File: config.mk
export PLATFORM = sky130hd
export DESIGN_NAME = fault_capture
export DESIGN_NICKNAME = d
export VERILOG_FILES = /design/src/fabric_pkg.sv /design/src/fault_capture.sv
export SDC_FILE = /design/constraint.sdc
export NUM_CORES = 1
export LEC_CHECK = 0
export ABC_CLOCK_PERIOD_IN_PS = 2100
export BUFFER_PORTS_ARGS = -buffer_cell sky130_fd_sc_hd__buf_2
export CAP_MARGIN = 5
export CORE_AREA = 3 3 73 75
export DETAILED_ROUTE_END_ITERATION = 10
export DIE_AREA = 0 0 76 78
export HOLD_SLACK_MARGIN = 0.02
export PLACE_DENSITY = 0.78
export SYNTH_ARGS = -nofsm -noshare
export SYNTH_HDL_FRONTEND = slang
export SYNTH_SLANG_ARGS = --single-unit
File: constraint.sdc
create_clock -name clk -period 2.1 [get_ports clk]
set_input_delay 0.105 -clock clk [delete_from_list [all_inputs] [get_ports clk]]
set_output_delay 0.105 -clock clk [all_outputs]
set_load 0.02 [all_outputs]
File: src/rom_init.hex
// one 32-bit word per line, ROM word address 0 upward
// pattern c0de, word index, inverted word index
c0de00ff
c0de01fe
c0de02fd
c0de03fc
c0de04fb
c0de05fa
c0de06f9
c0de07f8
c0de08f7
c0de09f6
c0de0af5
c0de0bf4
c0de0cf3
c0de0df2
c0de0ef1
c0de0ff0
File: src/fabric_pkg.sv
`default_nettype none

package fabric_pkg;

    localparam int xlen = 32;
    localparam int bus_width = 32;
    localparam int bus_bytes = bus_width / 8;

    localparam int mem_words = 1024;
    localparam int word_aw = $clog2(mem_words);

    // address map with a 4 KiB window per target
    localparam logic [xlen-1:0] rom_base = 32'h0000_0000;
    localparam logic [xlen-1:0] tcm_base = 32'h1000_0000;
    localparam logic [xlen-1:0] sel_mask = 32'hffff_f000;

    localparam string rom_init_file = "/design/src/rom_init.hex";

    typedef enum logic [1:0] {
        acc_byte,
        acc_half,
        acc_word
    } bus_acc_t;

    typedef enum logic [1:0] {
        arb_idle,
        arb_ibus,
        arb_dbus
    } arb_state_t;

    typedef enum logic [7:0] {
        fault_none,
        fault_ibus,
        fault_dbus
    } fault_cause_t;

    // w_rb high for a write
    typedef struct packed {
        logic [xlen-1:0]      addr;
        logic                 w_rb;
        bus_acc_t             acc;
        logic [bus_width-1:0] wdata;
    } bus_req_t;

    typedef struct packed {
        logic rom;
        logic tcm;
    } target_sel_t;

    typedef struct packed {
        logic decode;
        logic rom;
        logic tcm;
    } fault_src_t;

endpackage

`default_nettype wire

File: src/fault_capture.sv
`timescale 1ns/1ps
`default_nettype none

module fault_capture (
    input  logic                         clk,
    input  logic                         rstn,
    input  fabric_pkg::fault_src_t       ibus_src,
    input  fabric_pkg::fault_src_t       dbus_src,
    input  fabric_pkg::bus_req_t         ibus_pkt,
    input  fabric_pkg::bus_req_t         dbus_pkt,
    output logic                         fault,
    output fabric_pkg::fault_cause_t     fault_cause,
    output logic [fabric_pkg::xlen-1:0]  fault_addr
);
    import fabric_pkg::*;

    logic ibus_hit;
    logic any_fault;

    assign ibus_hit  = |ibus_src;
    assign any_fault = ibus_hit | (|dbus_src);

    // held until reset and overwritten by a later fault
    always_ff @(posedge clk) begin
        if (!rstn) begin
            fault       <= 1'b0;
            fault_cause <= fault_none;
        end else if (any_fault) begin
            fault       <= 1'b1;
            fault_cause <= ibus_hit ? fault_ibus : fault_dbus;
        end
    end

    // instruction bus takes precedence
    always_ff @(posedge clk) begin
        if (any_fault) begin
            fault_addr <= ibus_hit ? ibus_pkt.addr : dbus_pkt.addr;
        end
    end

endmodule

`default_nettype wire

==> results by group <==
Setup path
  • CP Cell Sequence: buf_2, nor3_4, buf_4, nand2_1, buf_4
  • CP startpoint kind: input port
  • CP Data Arrival Time: 1170 ps
  • WS Path Type: in -> reg
  • Most used cell along the critical path: buf_4
  • Slowest cell on the critical path: buf_4
  • CP required: 2090 ps
  • Max stage delay on crit path: 400 ps
  • Worst-path maximum fanout: 36
  • Crit path max-delay family: buffers and inverters
  • Buffers & Inverters on Critical Path: 3
  • Nature of the critical path endpoint: flop

Worst hold path
  • Worst min-delay path category: in -> reg

Finish
  • Share of layout cells above drive strength 1: 72.4%
  • Antenna cells: 0
  • Area Overhead vs Synth: 42.5%
  • Layout fillers: 420
  • Post-layout nets: 340
  • Final core utilization: 46.1%
  • Most common cell after layout, fill and taps aside: buf_2
  • Commonest non-fill, non-tap cells in the layout: 106 x buf_2, 32 x edfxtp_1, 30 x mux2_2
  • Final cell count without fillers: 266

Synthesis
  • Yosys warns: 0
  • Synth area leaders: edfxtp_1 63%, mux2_2 22%, dfxtp_1 3.9%
  • Sequential share of the synthesized area: 66.8%
  • Yosys cell types: 15
  • Leading area contributor after synthesis: edfxtp_1
  • Post-synth top area share: 62.8%
  • Cells after synthesis: 87
  • Synth Area per Inst: 17.6 sq um
  • Flops & latches, synth: 35
  • Mapped Area: 1530 sq um

Global routing
  • Largest net degree at the start of global routing: 37
  • Gr ovfl total: 0
  • Global-route wire length before repair: 5.54 mm
  • Vias in the first global route: 1,144
  • Total GRT Usage: 11.8%
  • Antenna violations before repair: 0

Floorplanning
  • IO Count: 183
  • Starting Density: 32.4%
  • Core Region: 4720 sq um
  • Cell Rows: 25
  • Die Width: 76 um
  • Die Y: 78 um
  • Die area: 5930 sq um

Power and ir drop
  • Sequential Power Share: 53.9%
  • Clock power share: 29.1%
  • Comb pwr share: 17.1%
  • Total Power: 1.54 mW
  • Internal Power: 1.16 mW
  • PwrDens: 707 nW/um^2
  • P_sw: 0.375 mW
  • Sw Ratio: 24.3%
  • LEAKAGE: 1.00 nW
  • Worst VDD drop: 0.000225 V

Route
  • First-pass DRT Iterations: 2
  • Final wirelength: 3.37 mm
  • # DRC: 0
  • Vias/cell: 4.12
  • DR vias: 1,097
  • Wire length per cell: 12.7 um
  • Post-detailed-route count of antenna-violating nets: 0
  • Initial drt markers: 39

CTS
  • Post-CTS Setup Inserts: 0
  • Root buf cell: clkbuf_8
  • Clk Latency, worst-skew pair: 270 ps
  • Maximum clock path buffer count: 2
  • CTS resizes: 0
  • Clk slew on worst S/H paths: 70 ps
  • TritonCTS Buffers: 5
  • Number of clock sinks: 35
  • H-tree Lvls: 2
  • Hold Buf Count CTS: 0
  • CTS tree: yes

Timing
  • Final setup fails: 0
  • RSZ-0062 raised after global routing: false
  • Final hold vios: 0
  • Setup_tns: 0 ps
  • Worst Skew: 0 ps
  • Peak Freq: 848 MHz
  • Max-slew violation count: 0
  • Tmin final: 1180 ps
  • Fin crit share: 56.2%

Placement
  • IO buf count: 106
  • Placer Congestion: 0.671
  • Dpl cells: 258
  • Hpwl dp: 2.60 mm

Job
  • Max-cap violations: 0

Run status
  • Status: completed
[cell families after synthesis]
logic type / after synthesis / share of synthesized area, %
flops: 35 / 66.8
mux: 32 / 23.6
buf+inv: 11 / 5.65
simple gates: 5 / 2.29
compound gates: 3 / 1.47
other cells: 1 / 0.245
[worst paths after layout]
| check | startpoint | end | slack [ps] | cells after the start |
|---|---|---|---|---|
| setup reg to reg | fault_cause[1] | fault_cause[1] | 1480 | 1 |
| hold reg to reg | fault | fault | 460 | 2 |
| hold / removal | rstn | fault_cause[1] | 80 | 2 |
| setup / recovery | ibus_src[2] | fault_addr[5] | 920 | 5 |
[power by group through the flow]
stage / Combinational (mW) / Clock, mW / Sequential (mW)
2_1_floorplan: 0.0803 / 0 / 0.919
3_3_place_gp: 0.262 / 0 / 0.844
3_5_place_dp: 0.266 / 0 / 0.845
4_1_cts: 0.266 / 0.471 / 0.830
5_1_grt: 0.285 / 0.505 / 0.835
6_report: 0.263 / 0.448 / 0.829
[layout make-up]
type,instances,area (sq um),area share [%]
flip-flops and latches,35,1020,46.9
repair buffers,108,546,25.0
clock inverters,2,7.51,0.345
inverters,2,7.51,0.345
well taps,67,83.8,3.85
clock buffers,6,72.6,3.33
multi-input cells,46,440,20.2
[state kept, by name (all words and copies together), names as in the netlist]
name,cells
fault_cause,2
fault_addr,32
fault,1
[synth_stat cells (all sizes together)]
master,n
edfxtp,32
mux2,32
buf,9
dfxtp,3
inv,2
nand2,2
nor3,2
a31oi,1
conb,1
o211a,1
o22ai,1
or3,1
[stage by stage]
step	hold slack [ps]	cell area (sq um)	setup slack, ps
detailed placement	368	2100	608
global placement	359	2100	623
finish	77.5	2180	920
floorplan	236	1550	412
global route	66.4	2180	815
CTS	62.1	2180	913
[per-layer routing]
layer | wire length (um) | GRT usage (%) | share of wire, %
met5 | 0 | 0 | 0
met3 | 467 | 5.34 | 14
met2 | 1470 | 19.1 | 44
met4 | 7 | 2.72 | 0.21
met1 | 1430 | 14.5 | 42
Note: power is estimated with default switching activity, not from simulation.
