`src/rom_init.hex`:
```
// one 32-bit word per line, ROM word address 0 upward
// pattern c0de, word index, inverted word index
c0de00ff
c0de01fe
c0de02fd
c0de03fc
c0de04fb
c0de05fa
c0de06f9
c0de07f8
c0de08f7
c0de09f6
c0de0af5
c0de0bf4
c0de0cf3
c0de0df2
c0de0ef1
c0de0ff0
```
`src/fabric_pkg.sv`:
```
`default_nettype none

package fabric_pkg;

    localparam int xlen = 32;
    localparam int bus_width = 32;
    localparam int bus_bytes = bus_width / 8;

    localparam int mem_words = 1024;
    localparam int word_aw = $clog2(mem_words);

    // address map with a 4 KiB window per target
    localparam logic [xlen-1:0] rom_base = 32'h0000_0000;
    localparam logic [xlen-1:0] tcm_base = 32'h1000_0000;
    localparam logic [xlen-1:0] sel_mask = 32'hffff_f000;

    localparam string rom_init_file = "/design/src/rom_init.hex";

    typedef enum logic [1:0] {
        acc_byte,
        acc_half,
        acc_word
    } bus_acc_t;

    typedef enum logic [1:0] {
        arb_idle,
        arb_ibus,
        arb_dbus
    } arb_state_t;

    typedef enum logic [7:0] {
        fault_none,
        fault_ibus,
        fault_dbus
    } fault_cause_t;

    // w_rb high for a write
    typedef struct packed {
        logic [xlen-1:0]      addr;
        logic                 w_rb;
        bus_acc_t             acc;
        logic [bus_width-1:0] wdata;
    } bus_req_t;

    typedef struct packed {
        logic rom;
        logic tcm;
    } target_sel_t;

    typedef struct packed {
        logic decode;
        logic rom;
        logic tcm;
    } fault_src_t;

endpackage

`default_nettype wire

```
`src/addr_decode.sv`:
```
`timescale 1ns/1ps
`default_nettype none

module addr_decode (
    input  logic                              clk,
    input  logic                              rstn,
    input  logic                              req,
    input  fabric_pkg::bus_req_t              pkt,
    input  logic                              fault,
    output fabric_pkg::target_sel_t           sel_req,
    input  logic                              rom_resp,
    input  logic                              tcm_resp,
    input  logic [fabric_pkg::bus_width-1:0]  rom_rdata,
    input  logic [fabric_pkg::bus_width-1:0]  tcm_rdata,
    output logic                              resp,
    output logic [fabric_pkg::bus_width-1:0]  rdata,
    output logic                              decode_fault
);
    import fabric_pkg::*;

    target_sel_t sel;
    target_sel_t resp_sel;
    logic        hit;

    // window compare on the top address bits
    always_comb begin
        sel.rom = (pkt.addr & sel_mask) == rom_base;
        sel.tcm = (pkt.addr & sel_mask) == tcm_base;
    end

    assign hit = sel.rom | sel.tcm;

    always_comb begin
        sel_req.rom = req & sel.rom;
        sel_req.tcm = req & sel.tcm;
    end

    // remember which target owns the outstanding access
    always_ff @(posedge clk) begin
        if (!rstn) begin
            resp_sel <= '0;
        end else if (req) begin
            resp_sel <= sel;
        end
    end

    // responses are blocked once a fault is recorded
    assign resp = ~fault & ((rom_resp & resp_sel.rom) | (tcm_resp & resp_sel.tcm));

    assign rdata = resp_sel.tcm ? tcm_rdata : rom_rdata;

    assign decode_fault = req & ~hit;

endmodule

`default_nettype wire

```
`config.mk`:
```
export PLATFORM = sky130hd
export DESIGN_NAME = addr_decode
export DESIGN_NICKNAME = d
export VERILOG_FILES = /design/src/fabric_pkg.sv /design/src/addr_decode.sv
export SDC_FILE = /design/constraint.sdc
export NUM_CORES = 1
export LEC_CHECK = 0
export BUFFER_PORTS_ARGS = -buffer_cell sky130_fd_sc_hd__clkbuf_2
export CAP_MARGIN = 20
export CORE_AREA = 3 3 66 68
export CTS_BUF_LIST = sky130_fd_sc_hd__clkbuf_8
export DETAILED_ROUTE_END_ITERATION = 10
export DIE_AREA = 0 0 69 71
export PLACE_DENSITY = 0.65
export SYNTH_ARGS = -nofsm -noshare
export SYNTH_HDL_FRONTEND = slang
export SYNTH_SLANG_ARGS = --single-unit
```
`constraint.sdc`:
```
create_clock -name clk -period 3.02 [get_ports clk]
set_clock_uncertainty 0.05 [all_clocks]
set_input_delay 0.151 -clock clk [delete_from_list [all_inputs] [get_ports clk]]
set_output_delay 0.151 -clock clk [all_outputs]
set_load 0.005 [all_outputs]
```
==> impl_metrics.json <==
{
  "status": "completed",
  "async_flop_share": 0,
  "overflow": 0,
  "io_pins": 173,
  "dieHeight_um": 71,
  "fin_area_um2": 1300,
  "hold_viol_final": 0,
  "fin_tns_setup_ns": 0,
  "timing.final.crit_period_ns": 1.62,
  "start_kind": "flop",
  "htree_num_levels": 1,
  "grt_max_degree": 34,
  "tightest_slew_ns": 0.400,
  "n_antenna_cell": 0,
  "timing.hold.ws_ns": 0.170,
  "synth-edff-count": 0,
  "hp-class": "primary input to flop",
  "postCtsHoldBufs": 0,
  "wl_per_cell_um": 11.5,
  "layout.nets": 327,
  "synthCells": 63,
  "setup_viol": 0,
  "critical_path_buf_inv_count": 2,
  "synth_top_area_share": 0.614,
  "synth_most_common_cell": "mux2_2",
  "die_area_um2": 4900,
  "ant_nets": 0,
  "numClockSinks": 2,
  "io_buffers": 125,
  "cts_resized": 0,
  "cp.arrival_ns": 1.41,
  "path_class": "flop to primary output",
  "fp.dieW_um": 69,
  "clk_path_buf_depth": 2,
  "grt_pass1_wl_um": 4350,
  "reg_top3": "resp_sel: 2 flops",
  "ir_drop_uv": 84.8,
  "path_clk_slew_ns": 0.03,
  "dpl_cell_area_um2": 1260,
  "drt_pre_antenna_iters": 2,
  "cts_tree": "yes",
  "fmax_ghz": 0.619,
  "track_usage": 0.109,
  "ys_seq_elements": 2,
  "largest_reg_flops": 2,
  "vias": 995,
  "crit_slowest_cell": "mux2_2",
  "yosysUniqueCellTypes": 15,
  "largest-register": "resp_sel",
  "syn_area_per_cell_um2": 9.31,
  "rows": 23,
  "clock-root-buffer": "clkbuf_8",
  "fin_crit_sh": 0.535,
  "gp_congestion": 0.767,
  "postLayoutCoreUtil": 0.333,
  "rsz0062_at_grt": "false",
  "synth_area_leaders": "mux2_2 (61%), nor4_1 (7.5%), dfxtp_1 (6.8%), nand3b_1 (3.8%), buf_2 (3.4%)",
  "leakagePower_uw": 0.000697,
  "ys_seq_area_frac": 0.0682,
  "synthToLayoutAreaGrowth_pct": 122,
  "power_per_cell_area_nw_per_um2": 188,
  "total_power_uw": 245,
  "synth_area_um2": 587,
  "start_util": 0.150,
  "antenna_found_initial": 0,
  "cp_cell_sequence": "buf_4 > mux2_2 > clkbuf_2",
  "synth_warnings": 0,
  "drive_above_1_share": 0.867,
  "cts-buffers-inserted": 3,
  "slowest_delay_ns": 0.39,
  "synth-main-ff-cell": "dfxtp_1",
  "drc": 0,
  "end_kind": "primary output",
  "routed_wl_um": 2750,
  "dp.final_hpwl_um": 2460,
  "post_cts_buffers": 0,
  "vias_per_cell": 4.18,
  "max_cap_viol_count": 0,
  "grt_pass1_vias": 930,
  "ys_top_cells_by_count": "mux2_2 (32), nor4_1 (7), buf_2 (4)",
  "syn_nets": 200,
  "crit_fanout": 33,
  "clk_latency_ns": 0.21,
  "yosys.area.top_type": "mux2_2",
  "worst_ep_required_time_ns": 2.82,
  "relSlewSlack": 0.733,
  "core_um2": 3910,
  "report.final.slew_viol_count": 0,
  "drtIter0Drc": 14,
  "critPathTopFamily": "buffers and inverters"
}
cell usage in the layout (no fill, tap or decap):
cell,instances
clkbuf_2,125
mux2_2,32
nor4_1,7
nand3_1,3
nand3b_1,3
clkbuf_8,3
nor2_1,2
nor3_1,2
o31ai_1,2
dfxtp_1,2
a22oi_1,1
nand2_1,1
nor4_2,1
o21a_1,1
nor4b_2,1
nand4_1,1
buf_4,1
metrics by stage:
step,worst slack (ns),cells
3_5_place_dp,1.63,235
2_1_floorplan,1.82,63
6_report,1.40,238
4_1_cts,1.39,238
5_1_grt,1.30,238
3_3_place_gp,1.63,235
cell type report:
| type | count | area [um^2] |
|---|---|---|
| Sequential cell | 2 | 40.0 |
| Tap cell | 50 | 62.6 |
| Clock buffer | 3 | 41.3 |
| Fill cell | 418 | 2610 |
| Timing Repair Buffer | 126 | 633 |
| Multi-Input combinational cell | 57 | 527 |
per-layer routing:
layer	GRT usage	vias up	wire (um)
met5	0	-	0
met4	0.0586	0	34
met3	0.0298	2	369
met2	0.178	77	1310
met1	0.130	411	1040
li1	-	505	-
kinds of logic (layout without fill, tap and decap cells):
| kind of cell | after synthesis | after routing | share of synthesized area |
|---|---|---|---|
| AOI/OAI and AO/OA | 4 | 4 | 0.0512 |
| buffers and inverters | 4 | 129 | 0.0341 |
| DFF | 2 | 2 | 0.0682 |
| muxes | 32 | 32 | 0.614 |
| and+or+nand+nor | 21 | 21 | 0.232 |
tightest hold or removal path, cell delays in order:
cell      delay, ns
clkbuf_2       0.11
nand3b_1       0.07
o31ai_1        0.06
worst paths after layout:
kind / start / endpoint / slack [ns] / depth (start not counted)
setup reg to reg: resp_sel[1] / resp_sel[1] / 2.40 / 2
setup / recovery: resp_sel[0] / rdata[7] / 1.40 / 3
hold reg to reg: resp_sel[0] / resp_sel[0] / 0.43 / 2
hold / removal: rstn / resp_sel[0] / 0.17 / 3
power breakdown:
group	leakage [uW]	total, uW	switching, uW	internal [uW]
clock	0.0000216	107	22.3	84.4
sequential	0.0000161	26.6	0.0000123	26.6
combinational	0.000660	112	38.2	73.7
(Power assumes the default switching activity.)
