File: src/rom_init.hex
// one 32-bit word per line, ROM word address 0 upward
// pattern c0de, word index, inverted word index
c0de00ff
c0de01fe
c0de02fd
c0de03fc
c0de04fb
c0de05fa
c0de06f9
c0de07f8
c0de08f7
c0de09f6
c0de0af5
c0de0bf4
c0de0cf3
c0de0df2
c0de0ef1
c0de0ff0
File: src/fabric_pkg.sv
`default_nettype none

package fabric_pkg;

    localparam int xlen = 32;
    localparam int bus_width = 32;
    localparam int bus_bytes = bus_width / 8;

    localparam int mem_words = 1024;
    localparam int word_aw = $clog2(mem_words);

    // address map with a 4 KiB window per target
    localparam logic [xlen-1:0] rom_base = 32'h0000_0000;
    localparam logic [xlen-1:0] tcm_base = 32'h1000_0000;
    localparam logic [xlen-1:0] sel_mask = 32'hffff_f000;

    localparam string rom_init_file = "/design/src/rom_init.hex";

    typedef enum logic [1:0] {
        acc_byte,
        acc_half,
        acc_word
    } bus_acc_t;

    typedef enum logic [1:0] {
        arb_idle,
        arb_ibus,
        arb_dbus
    } arb_state_t;

    typedef enum logic [7:0] {
        fault_none,
        fault_ibus,
        fault_dbus
    } fault_cause_t;

    // w_rb high for a write
    typedef struct packed {
        logic [xlen-1:0]      addr;
        logic                 w_rb;
        bus_acc_t             acc;
        logic [bus_width-1:0] wdata;
    } bus_req_t;

    typedef struct packed {
        logic rom;
        logic tcm;
    } target_sel_t;

    typedef struct packed {
        logic decode;
        logic rom;
        logic tcm;
    } fault_src_t;

endpackage

`default_nettype wire

File: src/bus_arbiter.sv
`timescale 1ns/1ps
`default_nettype none

module bus_arbiter (
    input  logic                              clk,
    input  logic                              rstn,
    input  logic                              ibus_req,
    input  logic                              dbus_req,
    input  fabric_pkg::bus_req_t              ibus_pkt,
    input  fabric_pkg::bus_req_t              dbus_pkt,
    output logic                              ibus_resp,
    output logic                              dbus_resp,
    output logic [fabric_pkg::bus_width-1:0]  ibus_rdata,
    output logic [fabric_pkg::bus_width-1:0]  dbus_rdata,
    output logic                              ibus_fault,
    output logic                              dbus_fault,
    output logic                              tgt_req,
    output fabric_pkg::bus_req_t              tgt_pkt,
    input  logic                              tgt_resp,
    input  logic [fabric_pkg::bus_width-1:0]  tgt_rdata,
    input  logic                              tgt_fault
);
    import fabric_pkg::*;

    bus_req_t   ibus_lat;
    bus_req_t   dbus_lat;
    bus_req_t   ibus_cur;
    bus_req_t   dbus_cur;
    logic       ibus_pend;
    logic       dbus_pend;
    arb_state_t state;
    arb_state_t next_state;

    always_ff @(posedge clk) begin
        if (ibus_req) begin
            ibus_lat <= ibus_pkt;
        end
        if (dbus_req) begin
            dbus_lat <= dbus_pkt;
        end
    end

    // bypass so an idle arbiter issues in the request cycle
    always_comb begin
        ibus_cur = ibus_req ? ibus_pkt : ibus_lat;
        ibus_cur.w_rb = 1'b0;
        dbus_cur = dbus_req ? dbus_pkt : dbus_lat;
    end

    // access outstanding per bus from req until its resp
    always_ff @(posedge clk) begin
        if (!rstn) begin
            ibus_pend <= 1'b0;
            dbus_pend <= 1'b0;
        end else begin
            if (ibus_req || ibus_resp) begin
                ibus_pend <= ibus_req;
            end
            if (dbus_req || dbus_resp) begin
                dbus_pend <= dbus_req;
            end
        end
    end

    always_ff @(posedge clk) begin
        if (!rstn) begin
            state <= arb_idle;
        end else begin
            state <= next_state;
        end
    end

    always_comb begin
        case (state)
            arb_ibus: begin
                if (!tgt_resp) begin
                    next_state = arb_ibus;
                end else if (dbus_req || dbus_pend) begin
                    next_state = arb_dbus;
                end else if (ibus_req) begin
                    next_state = arb_ibus;
                end else begin
                    next_state = arb_idle;
                end
            end
            arb_dbus: begin
                if (!tgt_resp) begin
                    next_state = arb_dbus;
                end else if (ibus_req || ibus_pend) begin
                    next_state = arb_ibus;
                end else if (dbus_req) begin
                    next_state = arb_dbus;
                end else begin
                    next_state = arb_idle;
                end
            end
            default: begin
                // data bus wins a tie
                if (dbus_req) begin
                    next_state = arb_dbus;
                end else if (ibus_req) begin
                    next_state = arb_ibus;
                end else begin
                    next_state = arb_idle;
                end
            end
        endcase
    end

    // new access goes out from idle or back-to-back with the resp
    assign tgt_req = ((state == arb_idle) || tgt_resp) && (next_state != arb_idle);
    assign tgt_pkt = (next_state == arb_ibus) ? ibus_cur : dbus_cur;

    // target fault belongs to the access being issued
    assign ibus_fault = tgt_fault & (next_state == arb_ibus);
    assign dbus_fault = tgt_fault & (next_state == arb_dbus);

    assign ibus_resp  = tgt_resp & (state == arb_ibus);
    assign dbus_resp  = tgt_resp & (state == arb_dbus);
    assign ibus_rdata = tgt_rdata;
    assign dbus_rdata = tgt_rdata;

endmodule

`default_nettype wire

File: config.mk
export PLATFORM = sky130hd
export DESIGN_NAME = bus_arbiter
export DESIGN_NICKNAME = d
export VERILOG_FILES = /design/src/fabric_pkg.sv /design/src/bus_arbiter.sv
export SDC_FILE = /design/constraint.sdc
export NUM_CORES = 1
export LEC_CHECK = 0
export BUFFER_PORTS_ARGS = -buffer_cell sky130_fd_sc_hd__buf_4
export CORE_ASPECT_RATIO = 1.1
export CORE_MARGIN = 2
export CORE_UTILIZATION = 35
export CTS_BUF_LIST = sky130_fd_sc_hd__clkbuf_16
export DETAILED_ROUTE_END_ITERATION = 12
export PLACE_DENSITY = 0.62
export SYNTH_ARGS = -nofsm -noshare
export SYNTH_HDL_FRONTEND = slang
export SYNTH_SLANG_ARGS = --single-unit
File: constraint.sdc
create_clock -name clk -period 2.91 [get_ports clk]
set_input_delay 0.4365 -clock clk [delete_from_list [all_inputs] [get_ports clk]]
set_output_delay 0.4365 -clock clk [all_outputs]
set_load 0.01 [all_outputs]
==> results of run 1 <==
-- cells in the mapped netlist, drive strengths merged --
| cell type | number | area [µm²] |
|---|---|---|
| a21boi | 1 | 11.3 |
| a21oi | 3 | 15.0 |
| a31oi | 1 | 6.26 |
| a32oi | 1 | 8.76 |
| and2 | 3 | 18.8 |
| and3 | 1 | 6.26 |
| buf | 81 | 589 |
| clkbuf | 6 | 22.5 |
| dfxtp | 137 | 2740 |
| ha | 3 | 37.5 |
| inv | 5 | 18.8 |
| mux2 | 199 | 2240 |
| nand2 | 2 | 7.51 |
| nor2 | 2 | 15.0 |
| nor2b | 5 | 31.3 |
| o21ai | 1 | 5.00 |
| o22a | 2 | 17.5 |
| o22ai | 1 | 6.26 |
| or3b | 1 | 8.76 |
-- cells by family (layout without fill, tap and decap cells) --
| kind of cell | Yosys count | after routing | share of synthesized area |
|---|---|---|---|
| AO/OA/AOI/OAI | 10 | 10 | 0.0121 |
| multiplexers | 199 | 199 | 0.386 |
| adder cells (fa/ha/maj) | 3 | 3 | 0.00646 |
| buffers and inverters | 92 | 266 | 0.109 |
| flip-flops | 137 | 137 | 0.472 |
| AND/OR/NAND/NOR | 14 | 14 | 0.0151 |
-- state kept, by name, summed over array words and instances (netlist names) --
| register | flops |
|---|---|
| state | 2 |
| dbus_lat | 67 |
| ibus_lat | 66 |
| dbus_pend | 1 |
| ibus_pend | 1 |
-- critical path: stages, from the launching register on --
cell and delay (ns):
dfxtp_2 0.33, or3b_4 0.37, a21boi_2 0.17, o22ai_2 0.12
nor2_4 0.18, buf_12 0.20, buf_16 0.17, mux2_4 0.31
buf_4 0.15
-- cells in the final DEF, fill, tap and decap left out, drive strengths merged --
cell type and count:
a21boi 1, a21oi 3, a31oi 1, a32oi 1, and2 3, and3 1
buf 225, bufbuf 1, bufinv 4, clkbuf 20, clkinv 5, clkinvlp 2
dfxtp 137, ha 3, inv 9, mux2 199, nand2 2, nor2 2
nor2b 5, o21ai 1, o22a 2, o22ai 1, or3b 1
-- through the flow --
stage               cells   util
floorplan             455      -
global placement      787  0.436
detailed placement    787  0.436
CTS                   824  0.485
global route          833  0.508
finish                833  0.508
-- worst max-delay path by stage --
stage / endpoint / slack [ns] / startpoint / cells past startpoint
6_report: tgt_pkt[5] / 0.07 / dbus_pend / 8
4_1_cts: tgt_pkt[2] / -0.05 / state[0] / 10
5_1_grt: tgt_pkt[5] / -0.05 / state[0] / 10
3_5_place_dp: tgt_pkt[66] / 0.15 / dbus_req / 8
2_1_floorplan: tgt_pkt[48] / 0.44 / dbus_req / 8
3_3_place_gp: tgt_pkt[0] / 0.19 / dbus_req / 8
-- power by group through the flow --
stage               clock network, mW  registers, mW  logic, mW
floorplan                           0           2.15      0.810
global placement                    0           2.15       1.25
finish                           2.22           2.13       1.61
global route                     2.37           2.15       1.72
CTS                              2.27           2.13       1.41
detailed placement                  0           2.16       1.27
-- per-layer routing --
layer,vias to the layer above,GRT usage,wire length [µm]
met1,1862,0.148,5280
met2,181,0.284,7680
li1,1839,-,-
met3,33,0.0733,1390
met4,0,0.0642,294
met5,-,0,0
-- area by class of cell --
cell class	count	area, µm²	share of cell area
Multi-Input combinational cell	226	2660	0.321
Inverter	5	21.3	0.00257
Sequential cell	137	2750	0.332
Clock buffer	17	425	0.0514
Clock inverter	15	185	0.0224
Tap cell	204	255	0.0308
Timing Repair Buffer	229	1980	0.240
-- timing repair --
action                                  CTS  global route
gates resized for setup                  21            67
gates cloned                              3             3
pin swaps                                 2             7
endpoints found under the setup margin   66            66
setup buffers                             2             6
==> impl_metrics.ini, run 1 <==
[status]
status = finished clean

[detailed_routing]
num_vias = 3915
wl_per_cell_um = 17.6
drc = 0
drt-pass1-iter-count = 5
drt_iter0_markers = 77
wl_um = 14600
ant_nets = 0
viasPerCell = 4.70

[floorplanning]
dieArea_mm2 = 0.0176
core_area_mm2 = 0.0163
die_x_um = 127
ios = 308
initial_core_util = 0.356
rows = 49
chipHeight_um = 139

[timing]
worst_pin_slew_ns = 0.955
setup_viol = 0
slew_headroom = 0.364
skew_ns = 0.000807
fin_crit_sh = 0.976
finalHoldViolCount = 0
fin_ws_ns = 0.0685
fin_setup_tns_ns = 0
holdWs_ns = 0.265
post-route-min-period_ns = 2.84
slew_viol_final = 0
clock.fmax_ghz = 0.352
rsz0062_at_grt = yes

[critical_path]
critical_path_class = reg -> out
start_kind = register
r2r_cells = 8
timing.rr.start = state[0]
critPathArrivalTime_ns = 2.40
crit_path_end_kind = primary output
r2r_end = state[1]
path_max_fanout = 8
cp.required_ns = 2.47
reg2reg_setup_slack_ns = 1.39

[global_routing]
antenna_found_initial = 0
overflow = 0
grt_pass1_wl_um = 21300
grtUsageTotal = 0.155
grt_max_degree = 69
grt_pass1_vias = 4206

[power_and_ir_drop]
p_sw_mw = 1.45
internal_power_mw = 4.51
switching_share = 0.243
p_comb_frac = 0.271
pwr_density_cell_mw_per_mm2 = 719
power.total_mw = 5.95
clockPowerShare = 0.372
pwr-share-seq = 0.357
p_leak_nw = 3.69
vdd_ir_drop_max_mv = 0.364

[layout]
fin_nets = 791
design_area_mm2 = 0.00828
n_antenna_cell = 0
area_growth_pct = 42.6
fillCellCount = 1431
layout-drive-gt1-share = 0.727

[min_path]
worst_hold_startpoint = rstn
min_to = state[0]
hold_depth = 2
hp-class = in -> reg

[synth]
synth_cell_type_count = 24
synth_seq_area_share = 0.472
synth_area_mm2 = 0.00581
yosysWarningCount = 0
synth_seq_cells = 137
synth_cells = 455
synth_nets = 630
synth_area_per_cell_um2 = 12.8

[clock_tree]
h-tree-depth = 4
holdBufCountCts = 0
clk_path_buf_depth = 2
cts_buffers = 17
clock_latency_ns = 0.40
path_clk_slew_ns = 0.05
cts_root_buffer = clkbuf_16
cts.sinks = 137
cts_tree = yes

[place]
numPortBuffers = 210
place_congestion = 0.710
post-dp-hpwl_um = 9700
place_area_mm2 = 0.00710
dp_slack_ns = 0.145

[job]
cap_violations = 0
Note: power is estimated with default switching activity, not from simulation.
==> inputs of run 2 (changes only) <==
REMOVE_ABC_BUFFERS = 1   (was not set)
==> run 2 against run 1 <==
Wire length increased by 14%. Clock skew decreased by 0.00062 ns. Register-to-register slack improved by 0.04 ns. Via count is 0.13% lower. Design area fell by 3.4%. Largest cell class unchanged. Global-route usage rose by 2.1 points. Largest power group is now sequential cells.
==> impl_metrics.ini, run 2 (synthesis results as in run 1) <==
[timing]
slew_headroom = 0.506
rsz0062_at_grt = yes
slew_viol_final = 0
fin_crit_sh = 0.978
clock.fmax_ghz = 0.352
fin_setup_tns_ns = 0
worst_pin_slew_ns = 0.741
post-route-min-period_ns = 2.84
skew_ns = 0.000184
setup_viol = 0
holdWs_ns = 0.267
finalHoldViolCount = 0
fin_ws_ns = 0.0651

[power_and_ir_drop]
p_leak_nw = 3.58
pwr_density_cell_mw_per_mm2 = 686
vdd_ir_drop_max_mv = 0.361

[global_routing]
antenna_found_initial = 0
grt_max_degree = 54
overflow = 0
grt_pass1_wl_um = 23500
grtUsageTotal = 0.176
grt_pass1_vias = 4262

[critical_path]
start_kind = register
critical_path_class = reg -> out
crit_path_end_kind = primary output
cp.required_ns = 2.47
path_max_fanout = 8
max_stage_delay_ns = 0.34
critPathArrivalTime_ns = 2.41
path_cells = inv_4 -> ha_4 -> nor2b_1 -> o21ai_0 -> a32oi_2 -> nor2_4 -> buf_8 -> clkbuf_16 -> mux2_2 -> buf_4
slowest_stage = dfxtp_2

[floorplanning]
initial_core_util = 0.356
dieArea_mm2 = 0.0176
core_area_mm2 = 0.0163
rows = 49
die_x_um = 127
chipHeight_um = 139
ios = 308

[detailed_routing]
drc = 0
wl_um = 16700
wl_per_cell_um = 20.2
num_vias = 3910
ant_nets = 0
drt_iter0_markers = 97
drt-pass1-iter-count = 5
viasPerCell = 4.73

[place]
post-dp-hpwl_um = 11700
place_congestion = 0.775
dp_slack_ns = 0.241
numPortBuffers = 210

[layout]
largest_reg_flops = 67
top_register = dbus_lat
top_regs = dbus_lat: 67 flops, ibus_lat: 66 flops, state: 2 flops
mostFrequentLayoutCell = buf_4
layout-drive-gt1-share = 0.717
fin_nets = 789
area_growth_pct = 37.7
final_cell_mix = buf_4, mux2_2, dfxtp_1
n_antenna_cell = 0

[status]
status = finished clean

[clock_tree]
holdBufCountCts = 0
h-tree-depth = 4
clk_path_buf_depth = 2
cts_buffers = 17
cts_root_buffer = clkbuf_16
cts.sinks = 137
cts_tree = yes
clock_latency_ns = 0.40
path_clk_slew_ns = 0.05

[min_path]
hp-class = in -> reg

[job]
cap_violations = 0
[run 2: what timing repair did]
| action | 4_1_cts | 5_1_grt |
|---|---|---|
| pin swaps | 1 | 4 |
| gates cloned | 1 | 5 |
| setup buffers | 2 | 1 |
| setup endpoints to repair | 53 | 66 |
| gates resized for setup | 1 | 55 |
| endpoints found under the hold margin | 0 | 0 |
[run 2: area by class of cell]
cell class	instances	area, µm²
fill	1463	8310
sequential	137	2750
multi-input combinational	226	2620
timing repair buffer	227	1860
clock buffer	17	425
tap	204	255
clock inverter	11	73.8
inverter	5	21.3
[run 2: worst max-delay path: cells and delay by family (launching register included)]
kind,cells,cell delay (ns)
buffers and inverters,4,0.53
AOI/OAI and AO/OA,2,0.35
DFF,1,0.34
and+or+nand+nor,2,0.30
adders and majority gates,1,0.15
muxes,1,0.33
[run 2: per-stage QoR]
| stage | power (mW) | std cells | util | cell area [µm²] |
|---|---|---|---|---|
| floorplan | 2.80 | 368 | - | 5200 |
| global placement | 3.40 | 790 | 0.437 | 7130 |
| detailed placement | 3.43 | 790 | 0.437 | 7130 |
| CTS | 5.34 | 821 | 0.470 | 7670 |
| global route | 5.76 | 827 | 0.491 | 8000 |
| finish | 5.49 | 827 | 0.491 | 8000 |
[run 2: layer usage]
| layer | global-route usage | up-vias | part of all wire |
|---|---|---|---|
| li1 | - | 1835 | - |
| met2 | 0.263 | 218 | 0.44 |
| met4 | 0.0428 | 2 | 0.0065 |
| met5 | 0.0448 | - | 0.0043 |
| met1 | 0.190 | 1845 | 0.40 |
| met3 | 0.143 | 10 | 0.15 |
[run 2: final timing paths]
| check | from | to | slack, ns | cells after the start |
|---|---|---|---|---|
| worst max register to register | state[1] | state[1] | 1.43 | 6 |
| worst min-delay path | rstn | ibus_pend | 0.27 | 2 |
| worst max-delay path | state[0] | tgt_pkt[9] | 0.07 | 10 |
| worst min register to register | dbus_lat[11] | dbus_lat[11] | 0.47 | 1 |
[run 2: power breakdown]
part / internal (mW) / switching, mW
clock: 1.13 / 0.731
combinational: 0.922 / 0.587
sequential: 2.08 / 0.0468
total: 4.13 / 1.36
